--- src/design/dfd_trace_pkg.sv ---
////////////////////
// Trace entry fields and the two views of a stored trace word
////////////////////

package dfd_trace_pkg;

  // Field widths of a trace entry
  localparam int DEFAULT_TS_WIDTH = 24;
  localparam int SRC_ID_WIDTH     = 7;
  localparam int PAYLOAD_WIDTH    = 32;
  localparam int WRAP_CNT_WIDTH   = 32;

  // Top bit of every entry tells the two views apart
  typedef enum logic {
    KIND_DATA   = 1'b0,
    KIND_MARKER = 1'b1
  } trace_kind_e;

  // Word captured from the debug source
  typedef struct packed {
    trace_kind_e                 kind;
    logic [SRC_ID_WIDTH-1:0]     src;
    logic [DEFAULT_TS_WIDTH-1:0] ts;
    logic [PAYLOAD_WIDTH-1:0]    payload;
  } trace_data_t;

  // Word inserted by the sink after the write pointer wraps
  typedef struct packed {
    trace_kind_e                 kind;
    // Sits where the source id is, always zero
    logic [SRC_ID_WIDTH-1:0]     rsvd;
    logic [DEFAULT_TS_WIDTH-1:0] ts;
    logic [WRAP_CNT_WIDTH-1:0]   wrap_cnt;
  } trace_marker_t;

  typedef union packed {
    trace_data_t   data;
    trace_marker_t marker;
  } trace_entry_u;

endpackage : dfd_trace_pkg

--- src/design/dfd_trace_stamp.sv ---
////////////////////
// First trace stage, registers the input strobe and stamps it with the cycle count
////////////////////

`timescale 1ns/1ns

module dfd_trace_stamp import dfd_trace_pkg::*; #(
  parameter int TS_WIDTH = DEFAULT_TS_WIDTH
) (
  input  logic                     i_clk,
  input  logic                     i_reset_n,
  input  logic                     i_trace_valid,
  input  logic [SRC_ID_WIDTH-1:0]  i_trace_src,
  input  logic [PAYLOAD_WIDTH-1:0] i_trace_payload,
  output logic                     o_valid,
  output trace_entry_u             o_entry,
  output logic [TS_WIDTH-1:0]      o_ts
);

  // Free-running timestamp, zero in the first cycle out of reset
  logic [TS_WIDTH-1:0] ts_cnt;

  always_ff @(posedge i_clk) begin
    if (!i_reset_n) begin
      ts_cnt  <= '0;
      o_valid <= 1'b0;
    end else begin
      // Wraps silently at TS_WIDTH
      ts_cnt  <= ts_cnt + 1'b1;
      o_valid <= i_trace_valid;
    end
  end

  // Entry payload only loads on a strobe
  always_ff @(posedge i_clk) begin
    if (i_trace_valid) begin
      o_entry.data.kind    <= KIND_DATA;
      o_entry.data.src     <= i_trace_src;
      // Count of the cycle the strobe was sampled in
      o_entry.data.ts      <= DEFAULT_TS_WIDTH'(ts_cnt);
      o_entry.data.payload <= i_trace_payload;
    end
  end

  // Live count, the sink stamps wrap markers with it
  assign o_ts = ts_cnt;

endmodule : dfd_trace_stamp

--- config.mk ---
export PLATFORM = sky130hd
export DESIGN_NAME = dfd_trace_stamp
export DESIGN_NICKNAME = d
export VERILOG_FILES = /design/src/design/dfd_trace_pkg.sv /design/src/design/dfd_trace_stamp.sv
export SDC_FILE = /design/constraint.sdc
export NUM_CORES = 1
export LEC_CHECK = 0
export BUFFER_PORTS_ARGS = -buffer_cell sky130_fd_sc_hd__buf_2
export CAP_MARGIN = 0
export CORE_MARGIN = 4
export CORE_UTILIZATION = 40
export CTS_BUF_LIST = sky130_fd_sc_hd__clkbuf_16
export DETAILED_ROUTE_END_ITERATION = 10
export PLACE_DENSITY = 0.74
export SYNTH_ARGS = -nofsm -noshare
export SYNTH_HDL_FRONTEND = slang
export SYNTH_SLANG_ARGS = --single-unit
export TNS_END_PERCENT = 10
--- constraint.sdc ---
create_clock -name i_clk -period 4.9 [get_ports i_clk]
set_clock_uncertainty 0.15 [all_clocks]
set_input_delay 0.49 -clock i_clk [delete_from_list [all_inputs] [get_ports i_clk]]
set_output_delay 0.49 -clock i_clk [all_outputs]
set_load 0.05 [all_outputs]
==> results.sh <==
export IMPL_outcome="complete, no violations"
export IMPL_synth_edff_count=63
export IMPL_hpwl_um=4820
export IMPL_hold_end="o_entry[9]"
export IMPL_syn_nets=234
export IMPL_synth_common_cells="edfxtp_1, dfxtp_1, and2_1"
export IMPL_fmax_ghz=0.458
export IMPL_diodes=0
export IMPL_fin_tns_setup_ps=0
export IMPL_grtUsageTotal_pct=14.4
export IMPL_die_area_um2=9120
export IMPL_wirelength_um=6620
export IMPL_synth_cell_types=35
export IMPL_path_max_fanout=8
export IMPL_drt_first_pass_iters=4
export IMPL_drt_iter0_markers=104
export IMPL_synth_area_um2=3060
export IMPL_vdd_ir_drop_max_uv=176
export IMPL_port_buffers=129
export IMPL_cts_htree_levels=3
export IMPL_hold_depth=1
export IMPL_gp_congestion=0.767
export IMPL_startpoint_type="flop"
export IMPL_finalSetupViolCount=0
export IMPL_root_buffer="clkbuf_16"
export IMPL_route_detailed_drc=0
export IMPL_critical_path_required_ps=5010
export IMPL_synth_top_area_share_pct=61.8
export IMPL_cts_made_buffers=9
export IMPL_grt_start_max_net_pins=65
export IMPL_hold_viol=0
export IMPL_grt_setup_unrepaired="no"
export IMPL_worstSetupPathType="reg -> reg"
export IMPL_layout_drive_gt1_share_pct=46.1
export IMPL_dp_cells=413
export IMPL_die_h_um=95.5
export IMPL_yosysSeqAreaShare_pct=78.1
export IMPL_cts_setup_buffers=0
export IMPL_wl_per_cell_um=15.4
export IMPL_worstReg2RegStart="o_ts[0]"
export IMPL_grt_first_pass_wirelength_um=9740
export IMPL_cts_resized=0
export IMPL_core_area_um2=7330
export IMPL_reg2reg_to="o_ts[21]"
export IMPL_area_growth_pct=34.0
export IMPL_min_from="i_trace_payload[9]"
export IMPL_synth_ff_type="edfxtp_1"
export IMPL_maxSlewHeadroom_pct=48.0
export IMPL_p_leak_nw=1.75
export IMPL_cap_violations=0
export IMPL_vias=2021
export IMPL_post_route_period_util_pct=44.5
export IMPL_tightest_slew_ps=779
export IMPL_yosysMostFrequentCell="edfxtp_1"
export IMPL_crit_path_end_kind="flop"
export IMPL_die_w_um=95.5
export IMPL_antenna_found_initial=0
export IMPL_synth_warning_count=0
export IMPL_synth_seq_cells=88
export IMPL_fin_cells=429
export IMPL_yosysTopAreaCell="edfxtp_1"
export IMPL_fillers=603
export IMPL_clock_sinks=88
export IMPL_grt_pass1_vias=1954
export IMPL_ant_nets=0
export IMPL_rows=31
export IMPL_pwr_density_cell_nw_per_um2=415
export IMPL_fin_nets=368
export IMPL_io_pins=131
export IMPL_hp_class="in -> reg"
export IMPL_start_util_pct=41.8
export IMPL_ff2ff_path_depth=4
export IMPL_synth_area_top_cells="edfxtp_1, dfxtp_1, and2_1, xnor2_1, xor2_1"
export IMPL_clkTransAtPathRegs_ps=60
export IMPL_cts_hold_buf=0
export IMPL_clock_path_buffers=2
export IMPL_clk_latency_ps=330
export IMPL_overflow=0
export IMPL_worstPathArrival_ps=2290
export IMPL_min_period_ps=2180
export IMPL_report_final_slew_viol_count=0
export IMPL_cts_tree="yes"
export IMPL_synthArstFlopShare_pct=0
export IMPL_regToRegSetupSlack_ps=2720
export IMPL_avgSynthCellArea_um2=16.0
export IMPL_viasPerCell=4.71
export IMPL_postSynthCellCount=191
## worst max path at each step
stage / start / end / slack, ps / cells past startpoint
after floorplan: o_ts[0] / o_ts[18] / 2440 / 6
after global placement: o_ts[0] / o_ts[21] / 2820 / 4
after detailed placement: o_ts[0] / o_ts[20] / 2740 / 5
after CTS: o_ts[0] / o_ts[20] / 2730 / 5
after global routing: o_ts[0] / o_ts[21] / 2520 / 4
final: o_ts[0] / o_ts[21] / 2720 / 4
## critical path: stages (launching register included)
cell and delay (ps):
dfxtp_1 450, nand4_1 260, or4_1 720, or3_1 400, a21boi_1 140
## routing by layer
metal,up-vias,track usage [%],routed length [µm]
met4,0,7.82,133
met2,97,23.8,3140
met5,-,0,0
li1,981,-,-
met3,9,4.74,713
met1,934,16.4,2640
## cell usage in the layout (no fill, tap or decap), types with 4 or more instances in the layout
cell	instances
nor3_1	4
dfxtp_1	25
xnor2_1	7
buf_2	129
nand3_1	7
nor4_1	4
nand4_1	4
edfxtp_1	63
and2_1	15
inv_1	6
xor2_1	6
o21ai_0	4
clkbuf_16	9
nand2_1	8
## flip-flops by register name, indices dropped and copies added (netlist names)
register  count
o_valid       1
o_ts         24
o_entry      63
## layout make-up
class | instances | area [µm²] | share of cell area, %
clock buffers | 9 | 225 | 5.49
clock inverters | 7 | 71.3 | 1.74
inverters | 5 | 18.8 | 0.457
multi-input cells | 91 | 619 | 15.1
flip-flops and latches | 88 | 2390 | 58.3
well taps | 99 | 124 | 3.02
repair buffers | 130 | 653 | 15.9
## power breakdown
part,switching [mW],leakage [nW],total [mW],internal (mW)
combinational,0.159,0.767,0.197,0.0378
clock,0.266,0.143,0.660,0.394
sequential,0.0112,0.836,0.846,0.835
## metrics by stage
step | setup slack [ps] | power [mW] | hold WS, ps | instance area [µm²] | util, %
after detailed placement | 2740 | 1.06 | 323 | 3810 | 51.9
after global placement | 2820 | 1.06 | 316 | 3810 | 51.9
after CTS | 2730 | 1.72 | 172 | 4100 | 56.0
after global routing | 2520 | 1.77 | 165 | 4100 | 56.0
final | 2720 | 1.70 | 182 | 4100 | 56.0
after floorplan | 2440 | 0.999 | 439 | 3060 | -
## logic make-up after synthesis
kind of cell | count (synthesis) | share of synthesized area, %
flops | 88 | 78.1
compound gates | 15 | 3.51
mux | 1 | 0.327
fa+ha+maj | 1 | 0.409
xor+xnor | 13 | 3.72
other cells | 1 | 0.122
simple gates | 60 | 12.1
buf+inv | 12 | 1.63
Power figures use the tool's default switching activity.
