<file path="config.mk">
export PLATFORM = sky130hd
export DESIGN_NAME = dfd_trace_mem_sink
export DESIGN_NICKNAME = d
export VERILOG_FILES = /design/src/design/dfd_trace_pkg.sv /design/src/design/dfd_mem_pkg.sv /design/src/design/dfd_trace_mem_sink.sv
export SDC_FILE = /design/constraint.sdc
export NUM_CORES = 1
export LEC_CHECK = 0
export CAP_MARGIN = 15
export CORE_AREA = 2 2 135 137
export CTS_BUF_LIST = sky130_fd_sc_hd__clkbuf_16
export CTS_CLUSTER_DIAMETER = 200
export DETAILED_ROUTE_END_ITERATION = 16
export DIE_AREA = 0 0 137 139
export DONT_BUFFER_PORTS = 1
export PLACE_DENSITY = 0.36
export SLEW_MARGIN = 20
export SYNTH_ARGS = -nofsm -noshare
export SYNTH_HDL_FRONTEND = slang
export SYNTH_SLANG_ARGS = --single-unit
</file>
<file path="constraint.sdc">
create_clock -name i_clk -period 2.5 [get_ports i_clk]
set_clock_uncertainty 0.2 [all_clocks]
set_input_delay 0.125 -clock i_clk [delete_from_list [all_inputs] [get_ports i_clk]]
set_output_delay 0.125 -clock i_clk [all_outputs]
set_load 0.01 [all_outputs]
</file>
<file path="src/design/dfd_trace_pkg.sv">
////////////////////
// Trace entry fields and the two views of a stored trace word
////////////////////

package dfd_trace_pkg;

  // Field widths of a trace entry
  localparam int DEFAULT_TS_WIDTH = 24;
  localparam int SRC_ID_WIDTH     = 7;
  localparam int PAYLOAD_WIDTH    = 32;
  localparam int WRAP_CNT_WIDTH   = 32;

  // Top bit of every entry tells the two views apart
  typedef enum logic {
    KIND_DATA   = 1'b0,
    KIND_MARKER = 1'b1
  } trace_kind_e;

  // Word captured from the debug source
  typedef struct packed {
    trace_kind_e                 kind;
    logic [SRC_ID_WIDTH-1:0]     src;
    logic [DEFAULT_TS_WIDTH-1:0] ts;
    logic [PAYLOAD_WIDTH-1:0]    payload;
  } trace_data_t;

  // Word inserted by the sink after the write pointer wraps
  typedef struct packed {
    trace_kind_e                 kind;
    // Sits where the source id is, always zero
    logic [SRC_ID_WIDTH-1:0]     rsvd;
    logic [DEFAULT_TS_WIDTH-1:0] ts;
    logic [WRAP_CNT_WIDTH-1:0]   wrap_cnt;
  } trace_marker_t;

  typedef union packed {
    trace_data_t   data;
    trace_marker_t marker;
  } trace_entry_u;

endpackage : dfd_trace_pkg

</file>
<file path="src/design/dfd_mem_pkg.sv">
////////////////////
// Trace memory geometry, shared by the sink, the RAM model and the top level
////////////////////

package dfd_mem_pkg;

  // One trace entry per memory word
  localparam int ENTRY_WIDTH = 64;

  // 512 entries unless the top level picks another depth
  localparam int DEFAULT_ADDR_WIDTH = 9;

endpackage : dfd_mem_pkg
</file>
<file path="src/design/dfd_trace_mem_sink.sv">
////////////////////
// Circular trace writer with wrap markers, host reads share the single RAM port
////////////////////

`timescale 1ns/1ns

module dfd_trace_mem_sink import dfd_mem_pkg::*, dfd_trace_pkg::*; #(
  parameter int ADDR_WIDTH = DEFAULT_ADDR_WIDTH,
  parameter int TS_WIDTH   = DEFAULT_TS_WIDTH
) (
  input  logic                      i_clk,
  input  logic                      i_reset_n,
  // Stamped entries from the first stage
  input  logic                      i_valid,
  input  trace_entry_u              i_entry,
  input  logic [TS_WIDTH-1:0]       i_ts,
  // Host read, request held until o_rd_valid
  input  logic                      i_rd_req,
  input  logic [ADDR_WIDTH-1:0]     i_rd_addr,
  // Single RW port of the trace RAM
  input  logic [ENTRY_WIDTH-1:0]    i_mem_rd_data,
  output logic                      o_mem_chip_en,
  output logic                      o_mem_wr_en,
  output logic [ADDR_WIDTH-1:0]     o_mem_addr,
  output logic [ENTRY_WIDTH-1:0]    o_mem_wr_data,
  // Host read return
  output logic                      o_rd_valid,
  output logic [ENTRY_WIDTH-1:0]    o_rd_data,
  // Status
  output logic [ADDR_WIDTH-1:0]     o_wr_ptr,
  output logic [WRAP_CNT_WIDTH-1:0] o_wrap_cnt
);

  // Set by a pointer wrap, cleared once the marker is stored
  logic         marker_pending;
  logic         marker_wr;
  logic         wr_cycle;
  logic         rd_issue;
  logic         ptr_wrap;
  trace_entry_u marker_entry;
  trace_entry_u wr_entry;

  // Port priority is data, then marker, then host read
  assign marker_wr = marker_pending && !i_valid;
  assign wr_cycle  = i_valid || marker_wr;
  // No reissue while the previous read is still returning
  assign rd_issue  = i_rd_req && !wr_cycle && !o_rd_valid;
  assign ptr_wrap  = wr_cycle && (o_wr_ptr == '1);

  // Marker carries the live timestamp and the already bumped wrap count
  always_comb begin
    marker_entry                 = '0;
    marker_entry.marker.kind     = KIND_MARKER;
    marker_entry.marker.ts       = DEFAULT_TS_WIDTH'(i_ts);
    marker_entry.marker.wrap_cnt = o_wrap_cnt;
  end

  assign wr_entry = i_valid ? i_entry : marker_entry;

  // Writes go to the pointer, reads to the host address
  assign o_mem_chip_en = wr_cycle || rd_issue;
  assign o_mem_wr_en   = wr_cycle;
  assign o_mem_addr    = wr_cycle ? o_wr_ptr : i_rd_addr;
  assign o_mem_wr_data = wr_entry;

  always_ff @(posedge i_clk) begin
    if (!i_reset_n) begin
      o_wr_ptr       <= '0;
      o_wrap_cnt     <= '0;
      marker_pending <= 1'b0;
      o_rd_valid     <= 1'b0;
    end else begin
      // RAM read is registered, so the pulse follows the issue by one cycle
      o_rd_valid <= rd_issue;
      if (wr_cycle) begin
        o_wr_ptr <= o_wr_ptr + 1'b1;
      end
      if (marker_wr) begin
        marker_pending <= 1'b0;
      end
      // A wrap wins over clearing, even when the marker itself wraps
      if (ptr_wrap) begin
        o_wrap_cnt     <= o_wrap_cnt + 1'b1;
        marker_pending <= 1'b1;
      end
    end
  end

  // Read data is only meaningful with o_rd_valid
  assign o_rd_data = i_mem_rd_data;

endmodule : dfd_trace_mem_sink

</file>
==> results of run 1 <==
-- metal layers --
layer	GRT usage	wire length, um	up-vias
met5	0	0	-
met4	0.0304	191	0
met3	0.0340	931	25
met2	0.176	5010	174
met1	0.119	4220	1228
li1	-	-	1261
-- registers in the layout (all words and copies together), names as in the netlist --
signal / count
o_wrap_cnt: 32
o_wr_ptr: 9
marker_pending: 1
o_rd_valid: 1
-- worst reg2reg max path, delay by kind of cell, from the launching register on --
| kind | cells | cell delay (ns) |
|---|---|---|
| and+or+nand+nor | 4 | 1.07 |
| adders and majority gates | 2 | 0.43 |
| DFF | 1 | 0.33 |
| AOI/OAI and AO/OA | 2 | 0.32 |
-- power breakdown --
group / internal (mW) / switching (mW) / total [mW]
Combinational: 0.0770 / 0.103 / 0.180
Sequential: 0.689 / 0.00254 / 0.691
Clock: 0.569 / 0.281 / 0.850
Total: 1.34 / 0.387 / 1.72
-- worst paths after layout --
check                        end   startpoint  slack [ns]
hold reg to reg       o_rd_valid   o_rd_valid        0.32
hold / removal       o_wr_ptr[1]      i_valid        0.02
setup / recovery  o_wrap_cnt[28]  o_wr_ptr[0]        0.08
setup reg to reg  o_wrap_cnt[28]  o_wr_ptr[0]        0.08
-- synth_stat cells, types with 5 or more instances --
| master | instances | area [sq um] |
|---|---|---|
| dfxtp_1 | 43 | 861 |
| or3_1 | 5 | 31.3 |
| mux2_2 | 49 | 552 |
| o31ai_1 | 17 | 128 |
| buf_4 | 64 | 480 |
| xor2_1 | 9 | 78.8 |
| o21ai_0 | 14 | 70.1 |
| clkbuf_1 | 17 | 63.8 |
| or4_1 | 18 | 135 |
| inv_1 | 9 | 33.8 |
| nand2_1 | 53 | 199 |
| nand3_1 | 10 | 50.1 |
| a21oi_1 | 25 | 125 |
| nand4_1 | 7 | 43.8 |
| nor2_1 | 16 | 60.1 |
| and2_1 | 7 | 43.8 |
-- metrics by stage --
stage	utilization	power, mW	setup slack, ns	hold slack, ns
CTS	0.197	1.76	0.0221	0.0109
floorplan	-	0.973	0.0193	0.0427
finish	0.197	1.72	0.0835	0.0237
global placement	0.184	0.884	0.0928	0.0495
detailed placement	0.184	0.883	0.0340	0.0501
global route	0.197	1.80	-0.0337	0.0324
-- area by class of cell --
| class | instances | area (sq um) |
|---|---|---|
| Clock buffer | 5 | 125 |
| Clock inverter | 3 | 63.8 |
| Fill cell | 1965 | 14200 |
| Inverter | 10 | 37.5 |
| Multi-Input combinational cell | 264 | 1800 |
| Sequential cell | 43 | 866 |
| Tap cell | 229 | 287 |
| Timing Repair Buffer | 38 | 305 |
-- timing repair --
item,CTS,global route
resized for setup,0,5
endpoints found under the hold margin,5,0
setup endpoints to repair,0,9
hold buffers,3,0
-- cell families (layout without fill, tap and decap cells) --
| group | count (synthesis) | count (layout) | synth area share |
|---|---|---|---|
| buffers and inverters | 96 | 56 | 0.187 |
| xor gates and xnor gates | 12 | 12 | 0.0323 |
| DFF | 43 | 43 | 0.264 |
| muxes | 52 | 52 | 0.179 |
| adders and majority gates | 3 | 3 | 0.0115 |
| and+or+nand+nor | 137 | 137 | 0.217 |
| AOI/OAI and AO/OA | 60 | 60 | 0.108 |
==> reports/qor.yml, run 1 <==
setup_path:
  path_cells: "ha_2, nand3_1, nor2_1, ha_2, o211ai_1, or3b_4, or4_1, a21oi_1"
  cpMostUsedCell: "ha_2"
  slowest_delay_ns: 0.46
  path_buf_inv: 0
  cp_data_arrival_time_ns: 2.42
  path_class: "reg -> reg"
  cp_num_cells: 8
  end_kind: "flip-flop"
  crit_path_start_kind: "flip-flop"
  crit_family: "simple AND/OR/NAND/NOR gates"
  critPathSlowestCell: "or3b_4"
  r2r_cells: 8
  worstPathMaxFanout: 9
  crit_required_ns: 2.51
run:
  cap_viol_max_count: 0
cells_and_area:
  drive_gt1_frac: 0.284
  layout_commonest_cell: "nand2_1"
  final_cells: 592
  area_growth_pct: 7.07
  final_cell_mix: "nand2_1 (53), mux2_2 (49), dfxtp_1 (39), buf_4 (34), a21oi_1 (24)"
  final_area_sq_um: 3490
  diodes: 0
  final_nets: 530
synthesis:
  yosysUniqueCellTypes: 35
  ys_ff_latch: 43
  syn_inst: 403
  synth-edff-count: 0
  syn_area_sq_um: 3260
  synth.net_count: 571
  synth-main-ff-cell: "dfxtp_1"
  yosysSeqAreaShare: 0.264
  ys_warn_count: 0
  ys_async_sr_fraction: 0
  avgSynthCellArea_sq_um: 8.08
route:
  drc: 0
  viasPerCell: 4.54
  antenna_left: 0
  drtIter0Drc: 83
  wire_per_inst_um: 17.5
  wirelength_um: 10400
  via_count: 2688
  drt_first_pass_iters: 4
power:
  power_density_nw_per_um2: 494
  ir_worst_vdd_mv: 0.253
  p_leak_nw: 1.21
timing:
  hold_viol_final: 0
  drv_slew: 0
  relSlewSlack: 0.452
  fmax_mhz: 414
  rsz0062_at_grt: "yes"
  setup_violations: 0
  min_period_over_period: 0.967
  period_needed_ns: 2.42
  worstMarginPinSlew_ns: 0.821
  fin_tns_setup_ns: 0
global_routing:
  grt_max_degree: 76
  grt_pass1_vias: 2654
  grt_usage: 0.102
  grt_antenna_before_repair: 0
  grt_pass1_wl_um: 15200
  gr-total-overflow: 0
floorplan:
  core_sq_um: 17700
  die_w_um: 137
  ios: 346
  dieHeight_um: 139
  die-area_sq_um: 19000
  placementRows: 49
  start_util: 0.184
placement:
  gp_congestion: 0.729
  port_buffers: 0
  placed_cells: 581
  dp_hpwl_um: 7940
  placedInstanceArea_sq_um: 3250
clock_network:
  worstSkewPairLatency_ns: 0.29
  post-cts-setup-buffer-count: 0
  cts-root-buf: "clkbuf_16"
  numCtsBuffers: 5
  cts_tree: "done"
  htreeDepth: 2
  clock_path_buffers: 2
  cts_sinks: 43
  clk_pin_slew_worst_paths_ns: 0.06
hold_path:
  whs_path_depth: 4
  hold_class: "in -> reg"
outcome:
  status: "finished clean"
(Power assumes the default switching activity.)
==> run 2, diff against run 1 <==
--- a/config.mk
+++ b/config.mk
@@ -13,6 +13,7 @@
 export DIE_AREA = 0 0 137 139
 export DONT_BUFFER_PORTS = 1
 export PLACE_DENSITY = 0.36
+export SETUP_SLACK_MARGIN = 0.3
 export SLEW_MARGIN = 20
 export SYNTH_ARGS = -nofsm -noshare
 export SYNTH_HDL_FRONTEND = slang
==> run 2 against run 1 <==
Net effect: die area unchanged; combinational power about the same; critical path depth did not move; via count grew 4.4%; register-to-register slack better by 0.19 ns; clock power fell by 24%; critical endpoint is now o_wrap_cnt[22]; largest cell class unchanged; largest power group is now sequential cells.
==> reports/qor.yml, run 2 (same netlist as run 1, synthesis figures left out) <==
route:
  antenna_left: 0  # unchanged
  drt_first_pass_iters: 4  # unchanged
  via_count: 2805  # +4.4%
  wire_per_inst_um: 17.3  # -1.0%
  wirelength_um: 10500  # +1.3%
  drtIter0Drc: 67  # -19%
  drc: 0  # unchanged
  viasPerCell: 4.63  # +1.9%
global_routing:
  top_usage_layer: "met2"
  globalRouteMet3Util: 0.0340  # unchanged
  grt_max_degree: 76  # unchanged
  grt_usage: 0.104  # +0.00127
  gr-total-overflow: 0  # unchanged
  grt_pass1_wl_um: 15500  # +2.1%
  grt_antenna_before_repair: 0  # unchanged
  grt_pass1_vias: 2751  # +3.7%
  globalRouteMet1Util: 0.119  # +0.000654
  grt_util_met2: 0.180  # +0.00393
timing:
  fin_ws_ns: 0.269  # +0.185 ns
  relSlewSlack: 0.714  # +0.261
  rsz0062_at_grt: "yes"
  worstMarginPinSlew_ns: 0.430  # -0.391 ns
  min_period_over_period: 0.893  # -0.0740
  fin_tns_setup_ns: 0  # unchanged
  fmax_mhz: 448  # +8.3%
  hold_viol_final: 0  # unchanged
  drv_slew: 0  # unchanged
  period_needed_ns: 2.23  # -0.185 ns
  setup_violations: 0  # unchanged
power:
  power_density_nw_per_um2: 406  # -18%
  ir_worst_vdd_mv: 0.215  # -15%
  pwr-share-seq: 0.454  # +0.053
  power.switching_mw: 0.388  # +0.39%
  power_mw: 1.52  # -12%
  power_frac_comb: 0.118  # +0.013
  intPower_mw: 1.13  # -15%
  power.share.switching: 0.256  # +0.0310
  p_leak_nw: 1.28  # +5.6%
  clkPwrFrac: 0.428  # -0.066
placement:
  placedInstanceArea_sq_um: 3240  # -0.42%
  place_ws_ns: 0.0722  # +0.0382 ns
  placed_cells: 577  # -0.69%
  dp_hpwl_um: 7730  # -2.6%
  port_buffers: 0  # unchanged
  gp_congestion: 0.718  # -1.5%
floorplan:
  die_w_um: 137  # unchanged
  placementRows: 49  # unchanged
  core_sq_um: 17700  # unchanged
  dieHeight_um: 139  # unchanged
  die-area_sq_um: 19000  # unchanged
  ios: 346  # unchanged
  start_util: 0.184  # unchanged
setup_path:
  cp_data_arrival_time_ns: 2.25  # -0.17 ns
  startpoint: "o_wr_ptr[0]"
  path_buf_inv: 0  # unchanged
  path_class: "reg -> reg"
  r2r_slack_ns: 0.27  # +0.19 ns
  end_kind: "flip-flop"
  worstReg2RegStart: "o_wr_ptr[0]"
  critPathSlowestCell: "or3b_4"
  path_cells: "ha_4, nand3_4, nor2_4, ha_4, o211ai_1, or3b_4, or4_1, a21oi_1"
  slowest_delay_ns: 0.45  # about the same
  cpMostUsedCell: "ha_4"
  worstPathMaxFanout: 8  # -1
  crit_path_start_kind: "flip-flop"
  crit_family: "simple AND/OR/NAND/NOR gates"
  crit_required_ns: 2.52  # about the same
cells_and_area:
  drive_gt1_frac: 0.353  # +0.0690
  top_regs: "o_wrap_cnt: 32 flops, o_wr_ptr: 9 flops"
  final_nets: 544  # +2.6%
  regMostFlops: "o_wrap_cnt"
  final_cells: 606  # +2.4%
  diodes: 0  # unchanged
  final_cell_mix: "nand2_1 (51), mux2_2 (49), buf_4 (40), dfxtp_1 (35), a21oi_1 (24)"
  layout_commonest_cell: "nand2_1"
  final_area_sq_um: 3740  # +7.2%
  area_growth_pct: 14.8
  largest_register_ffs: 32  # unchanged
clock_network:
  cts_tree: "done"
  clock_path_buffers: 2  # unchanged
  clk_pin_slew_worst_paths_ns: 0.07  # about the same
  worstSkewPairLatency_ns: 0.29  # about the same
  cts_sinks: 43  # unchanged
  numCtsBuffers: 5  # unchanged
  cts-root-buf: "clkbuf_16"
  htreeDepth: 2  # unchanged
outcome:
  status: "finished clean"
hold_path:
  hold_class: "in -> reg"
  hold_start: "i_valid"
run:
  cap_viol_max_count: 0  # unchanged
[run 2: changes by cell type in the layout (fill, tap and decap cells not counted), sizes merged]
cell,delta
bufinv,-2
clkinvlp,+1
buf,+9
dlygate4sd3,+5
clkinv,+1
[run 2: repair_timing]
item	CTS	global route
setup endpoints to repair	17	23
setup buffers	11	2
endpoints found under the hold margin	10	6
resized for setup	17	20
pin swaps	19	10
hold buffers	6	2
[run 2: path summary, 6_finish.rpt]
kind | to | cells past startpoint
max | o_wrap_cnt[22] | 8
min | o_wr_ptr[1] | 4
max reg2reg | o_wrap_cnt[22] | 8
min reg2reg | marker_pending | 2
[run 2: cell type report]
class	count	area [sq um]
tap	229	287
timing repair buffer	52	425
multi-input combinational	264	1970
clock inverter	3	16.3
clock buffer	5	125
inverter	10	37.5
fill	1943	13900
sequential	43	878
[run 2: routing by layer]
metal | wire length, um | vias to the layer above
li1 | - | 1299
met5 | 0 | -
met4 | 185 | 0
met3 | 878 | 31
met1 | 4290 | 1315
met2 | 5140 | 160
[run 2: power groups by stage]
stage	sequential (mW)	combinational, mW	clock (mW)
after floorplan	0.708	0.264	0
after global placement	0.705	0.174	0
after detailed placement	0.705	0.172	0
after CTS	0.689	0.179	0.679
after global routing	0.690	0.195	0.706
final	0.690	0.179	0.650
[run 2: worst reg2reg max path, delay by kind of cell (launching register included)]
family,cells,cell delay [ns]
AND/OR/NAND/NOR,4,1.06
adder cells (fa/ha/maj),2,0.30
flip-flops,1,0.36
AO/OA/AOI/OAI,2,0.26
[run 2: through the flow]
stage                util  hold WS, ns
finish              0.212       0.0245
global route        0.212       0.0410
CTS                 0.203       -0.252
detailed placement  0.183       0.0501
global placement    0.183       0.0467
floorplan               -       0.0427
==> run 3, diff against run 2 <==
--- a/config.mk
+++ b/config.mk
@@ -12,8 +12,8 @@
 export DETAILED_ROUTE_END_ITERATION = 16
 export DIE_AREA = 0 0 137 139
 export DONT_BUFFER_PORTS = 1
+export MAX_ROUTING_LAYER = met4
 export PLACE_DENSITY = 0.36
-export SETUP_SLACK_MARGIN = 0.3
 export SLEW_MARGIN = 20
 export SYNTH_ARGS = -nofsm -noshare
 export SYNTH_HDL_FRONTEND = slang
==> run 3 against run 2 <==
Net effect: setup slack got worse by 0.18 ns; sequential share of layout area increased by 1.3 points; core utilization decreased by 1.4 points; fmax decreased by 7.6%; final area decreased by 6.7%; largest cell class unchanged.
==> reports/qor.yml, run 3 (same netlist as run 1, synthesis figures left out) <==
clock_network:
  cts-root-buf: "clkbuf_16"
  cts_tree: "done"
  clk_pin_slew_worst_paths_ns: 0.06  # about the same
  htreeDepth: 2  # unchanged
  post-cts-setup-buffer-count: 0  # -11
  worstSkewPairLatency_ns: 0.29  # about the same
  numCtsBuffers: 5  # unchanged
  clock_path_buffers: 2  # unchanged
  cts_sinks: 43  # unchanged
global_routing:
  grt_usage: 0.105  # +0.00196
  grt_max_degree: 76  # unchanged
  grt_antenna_before_repair: 0  # unchanged
  grt_pass1_vias: 2654  # -3.5%
  gr-total-overflow: 0  # unchanged
  grt_pass1_wl_um: 15200  # -1.9%
timing:
  holdWs_ns: 0.0292  # +0.00475 ns
  setup_violations: 0  # unchanged
  fmax_mhz: 414  # -7.6%
  period_needed_ns: 2.42  # +0.184 ns
  fin_ws_ns: 0.0843  # -0.184 ns
  drv_slew: 0  # unchanged
  worstMarginPinSlew_ns: 0.817  # +0.387 ns
  rsz0062_at_grt: "yes"
  min_period_over_period: 0.966  # +0.0737
  relSlewSlack: 0.455  # -0.259
  fin_tns_setup_ns: 0  # unchanged
  hold_viol_final: 0  # unchanged
cells_and_area:
  final_cell_mix: "nand2_1 (53), mux2_2 (49), dfxtp_1 (39), buf_4 (34), a21oi_1 (24)"
  diodes: 0  # unchanged
  drive_gt1_frac: 0.284  # -0.0690
  utilization: 0.197  # -0.0142
  top_regs: "o_wrap_cnt: 32 flops, o_wr_ptr: 9 flops"
  final_nets: 530  # -2.6%
  regMostFlops: "o_wrap_cnt"
  final_cells: 592  # -2.3%
  largest_register_ffs: 32  # unchanged
  final_area_sq_um: 3490  # -6.7%
  fill_cells: 1965  # +1.1%
  seqCellArea_sq_um: 866  # -1.4%
  multi_input_area_sq_um: 1800  # -8.4%
  layout_commonest_cell: "nand2_1"
  area_growth_pct: 7.07
route:
  wire_per_inst_um: 17.5  # +1.3%
  drc: 0  # unchanged
  via_count: 2693  # -4.0%
  m1WireLength_um: 4270  # -0.40%
  wirelength_um: 10400  # -1.0%
  routed-wl-met2_um: 5000  # -2.6%
  viasPerCell: 4.55  # -1.7%
  antenna_left: 0  # unchanged
  drt_first_pass_iters: 4  # unchanged
  met3_length_um: 915  # +4.2%
  highest_layer: "met4"
  drtIter0Drc: 96  # +43%
setup_path:
  r2r_cells: 8  # unchanged
  startpoint: "o_wr_ptr[0]"
  end_kind: "flip-flop"
  cp_data_arrival_time_ns: 2.42  # +0.17 ns
  worstPathMaxFanout: 9  # +1
  worstReg2RegStart: "o_wr_ptr[0]"
  path_class: "reg -> reg"
  crit_path_start_kind: "flip-flop"
  crit_required_ns: 2.51  # about the same
hold_path:
  hold_class: "in -> reg"
  whs_path_depth: 4  # unchanged
  hold_start: "i_valid"
outcome:
  status: "finished clean"
power:
  p_leak_nw: 1.21  # -5.3%
  power_frac_comb: 0.105  # -0.013
  clkPwrFrac: 0.494  # +0.066
  power.switching_mw: 0.389  # +0.29%
  power.share.switching: 0.226  # -0.0298
  ir_worst_vdd_mv: 0.253  # +18%
  power_mw: 1.72  # +14%
  power_density_nw_per_um2: 495  # +22%
  pwr-share-seq: 0.401  # -0.053
  intPower_mw: 1.34  # +18%
floorplan:
  ios: 346  # unchanged
  die-area_sq_um: 19000  # unchanged
  dieHeight_um: 139  # unchanged
  die_w_um: 137  # unchanged
  start_util: 0.184  # unchanged
  placementRows: 49  # unchanged
  core_sq_um: 17700  # unchanged
placement:
  placedInstanceArea_sq_um: 3250  # +0.42%
  gp_congestion: 0.738  # +2.7%
  place_ws_ns: 0.0340  # -0.0382 ns
  dp_hpwl_um: 7940  # +2.7%
  placed_cells: 581  # +0.69%
  port_buffers: 0  # unchanged
run:
  cap_viol_max_count: 0  # unchanged
-- run 3: timing repair --
item,in CTS,in global routing
hold buffers,3,0
endpoints found under the hold margin,5,0
resized for setup,0,5
setup endpoints to repair,0,9
-- run 3: layout make-up --
type,instances,share of cell area
clock buffers,5,0.0359
repair buffers,38,0.0875
clock inverters,3,0.0183
well taps,229,0.0822
inverters,10,0.0108
multi-input cells,264,0.517
flip-flops and latches,43,0.248
-- run 3: path summary, 6_finish.rpt --
kind                                       end  slack (ns)
worst max-delay path            o_wrap_cnt[28]        0.08
worst min-delay path               o_wr_ptr[1]        0.03
worst max register to register  o_wrap_cnt[28]        0.08
worst min register to register  marker_pending        0.32
-- run 3: critical path, cell delays in order, from the launching register on --
cell      delay (ns)
dfxtp_2         0.34
ha_2            0.21
nand3_1         0.08
nor2_1          0.12
ha_2            0.22
o211ai_1        0.14
or3b_4          0.46
or4_1           0.41
a21oi_1         0.17
-- run 3: routing by layer --
metal	vias to the layer above	track usage
met5	-	-
met4	0	0.0304
met3	25	0.0325
met2	174	0.176
met1	1233	0.120
li1	1261	-
-- run 3: power by group through the flow --
stage          Sequential (mW)  Clock [mW]  Combinational [mW]
2_1_floorplan            0.709           0               0.263
3_3_place_gp             0.706           0               0.178
3_5_place_dp             0.707           0               0.176
4_1_cts                  0.691       0.884               0.183
5_1_grt                  0.691       0.918               0.194
6_report                 0.691       0.853               0.181
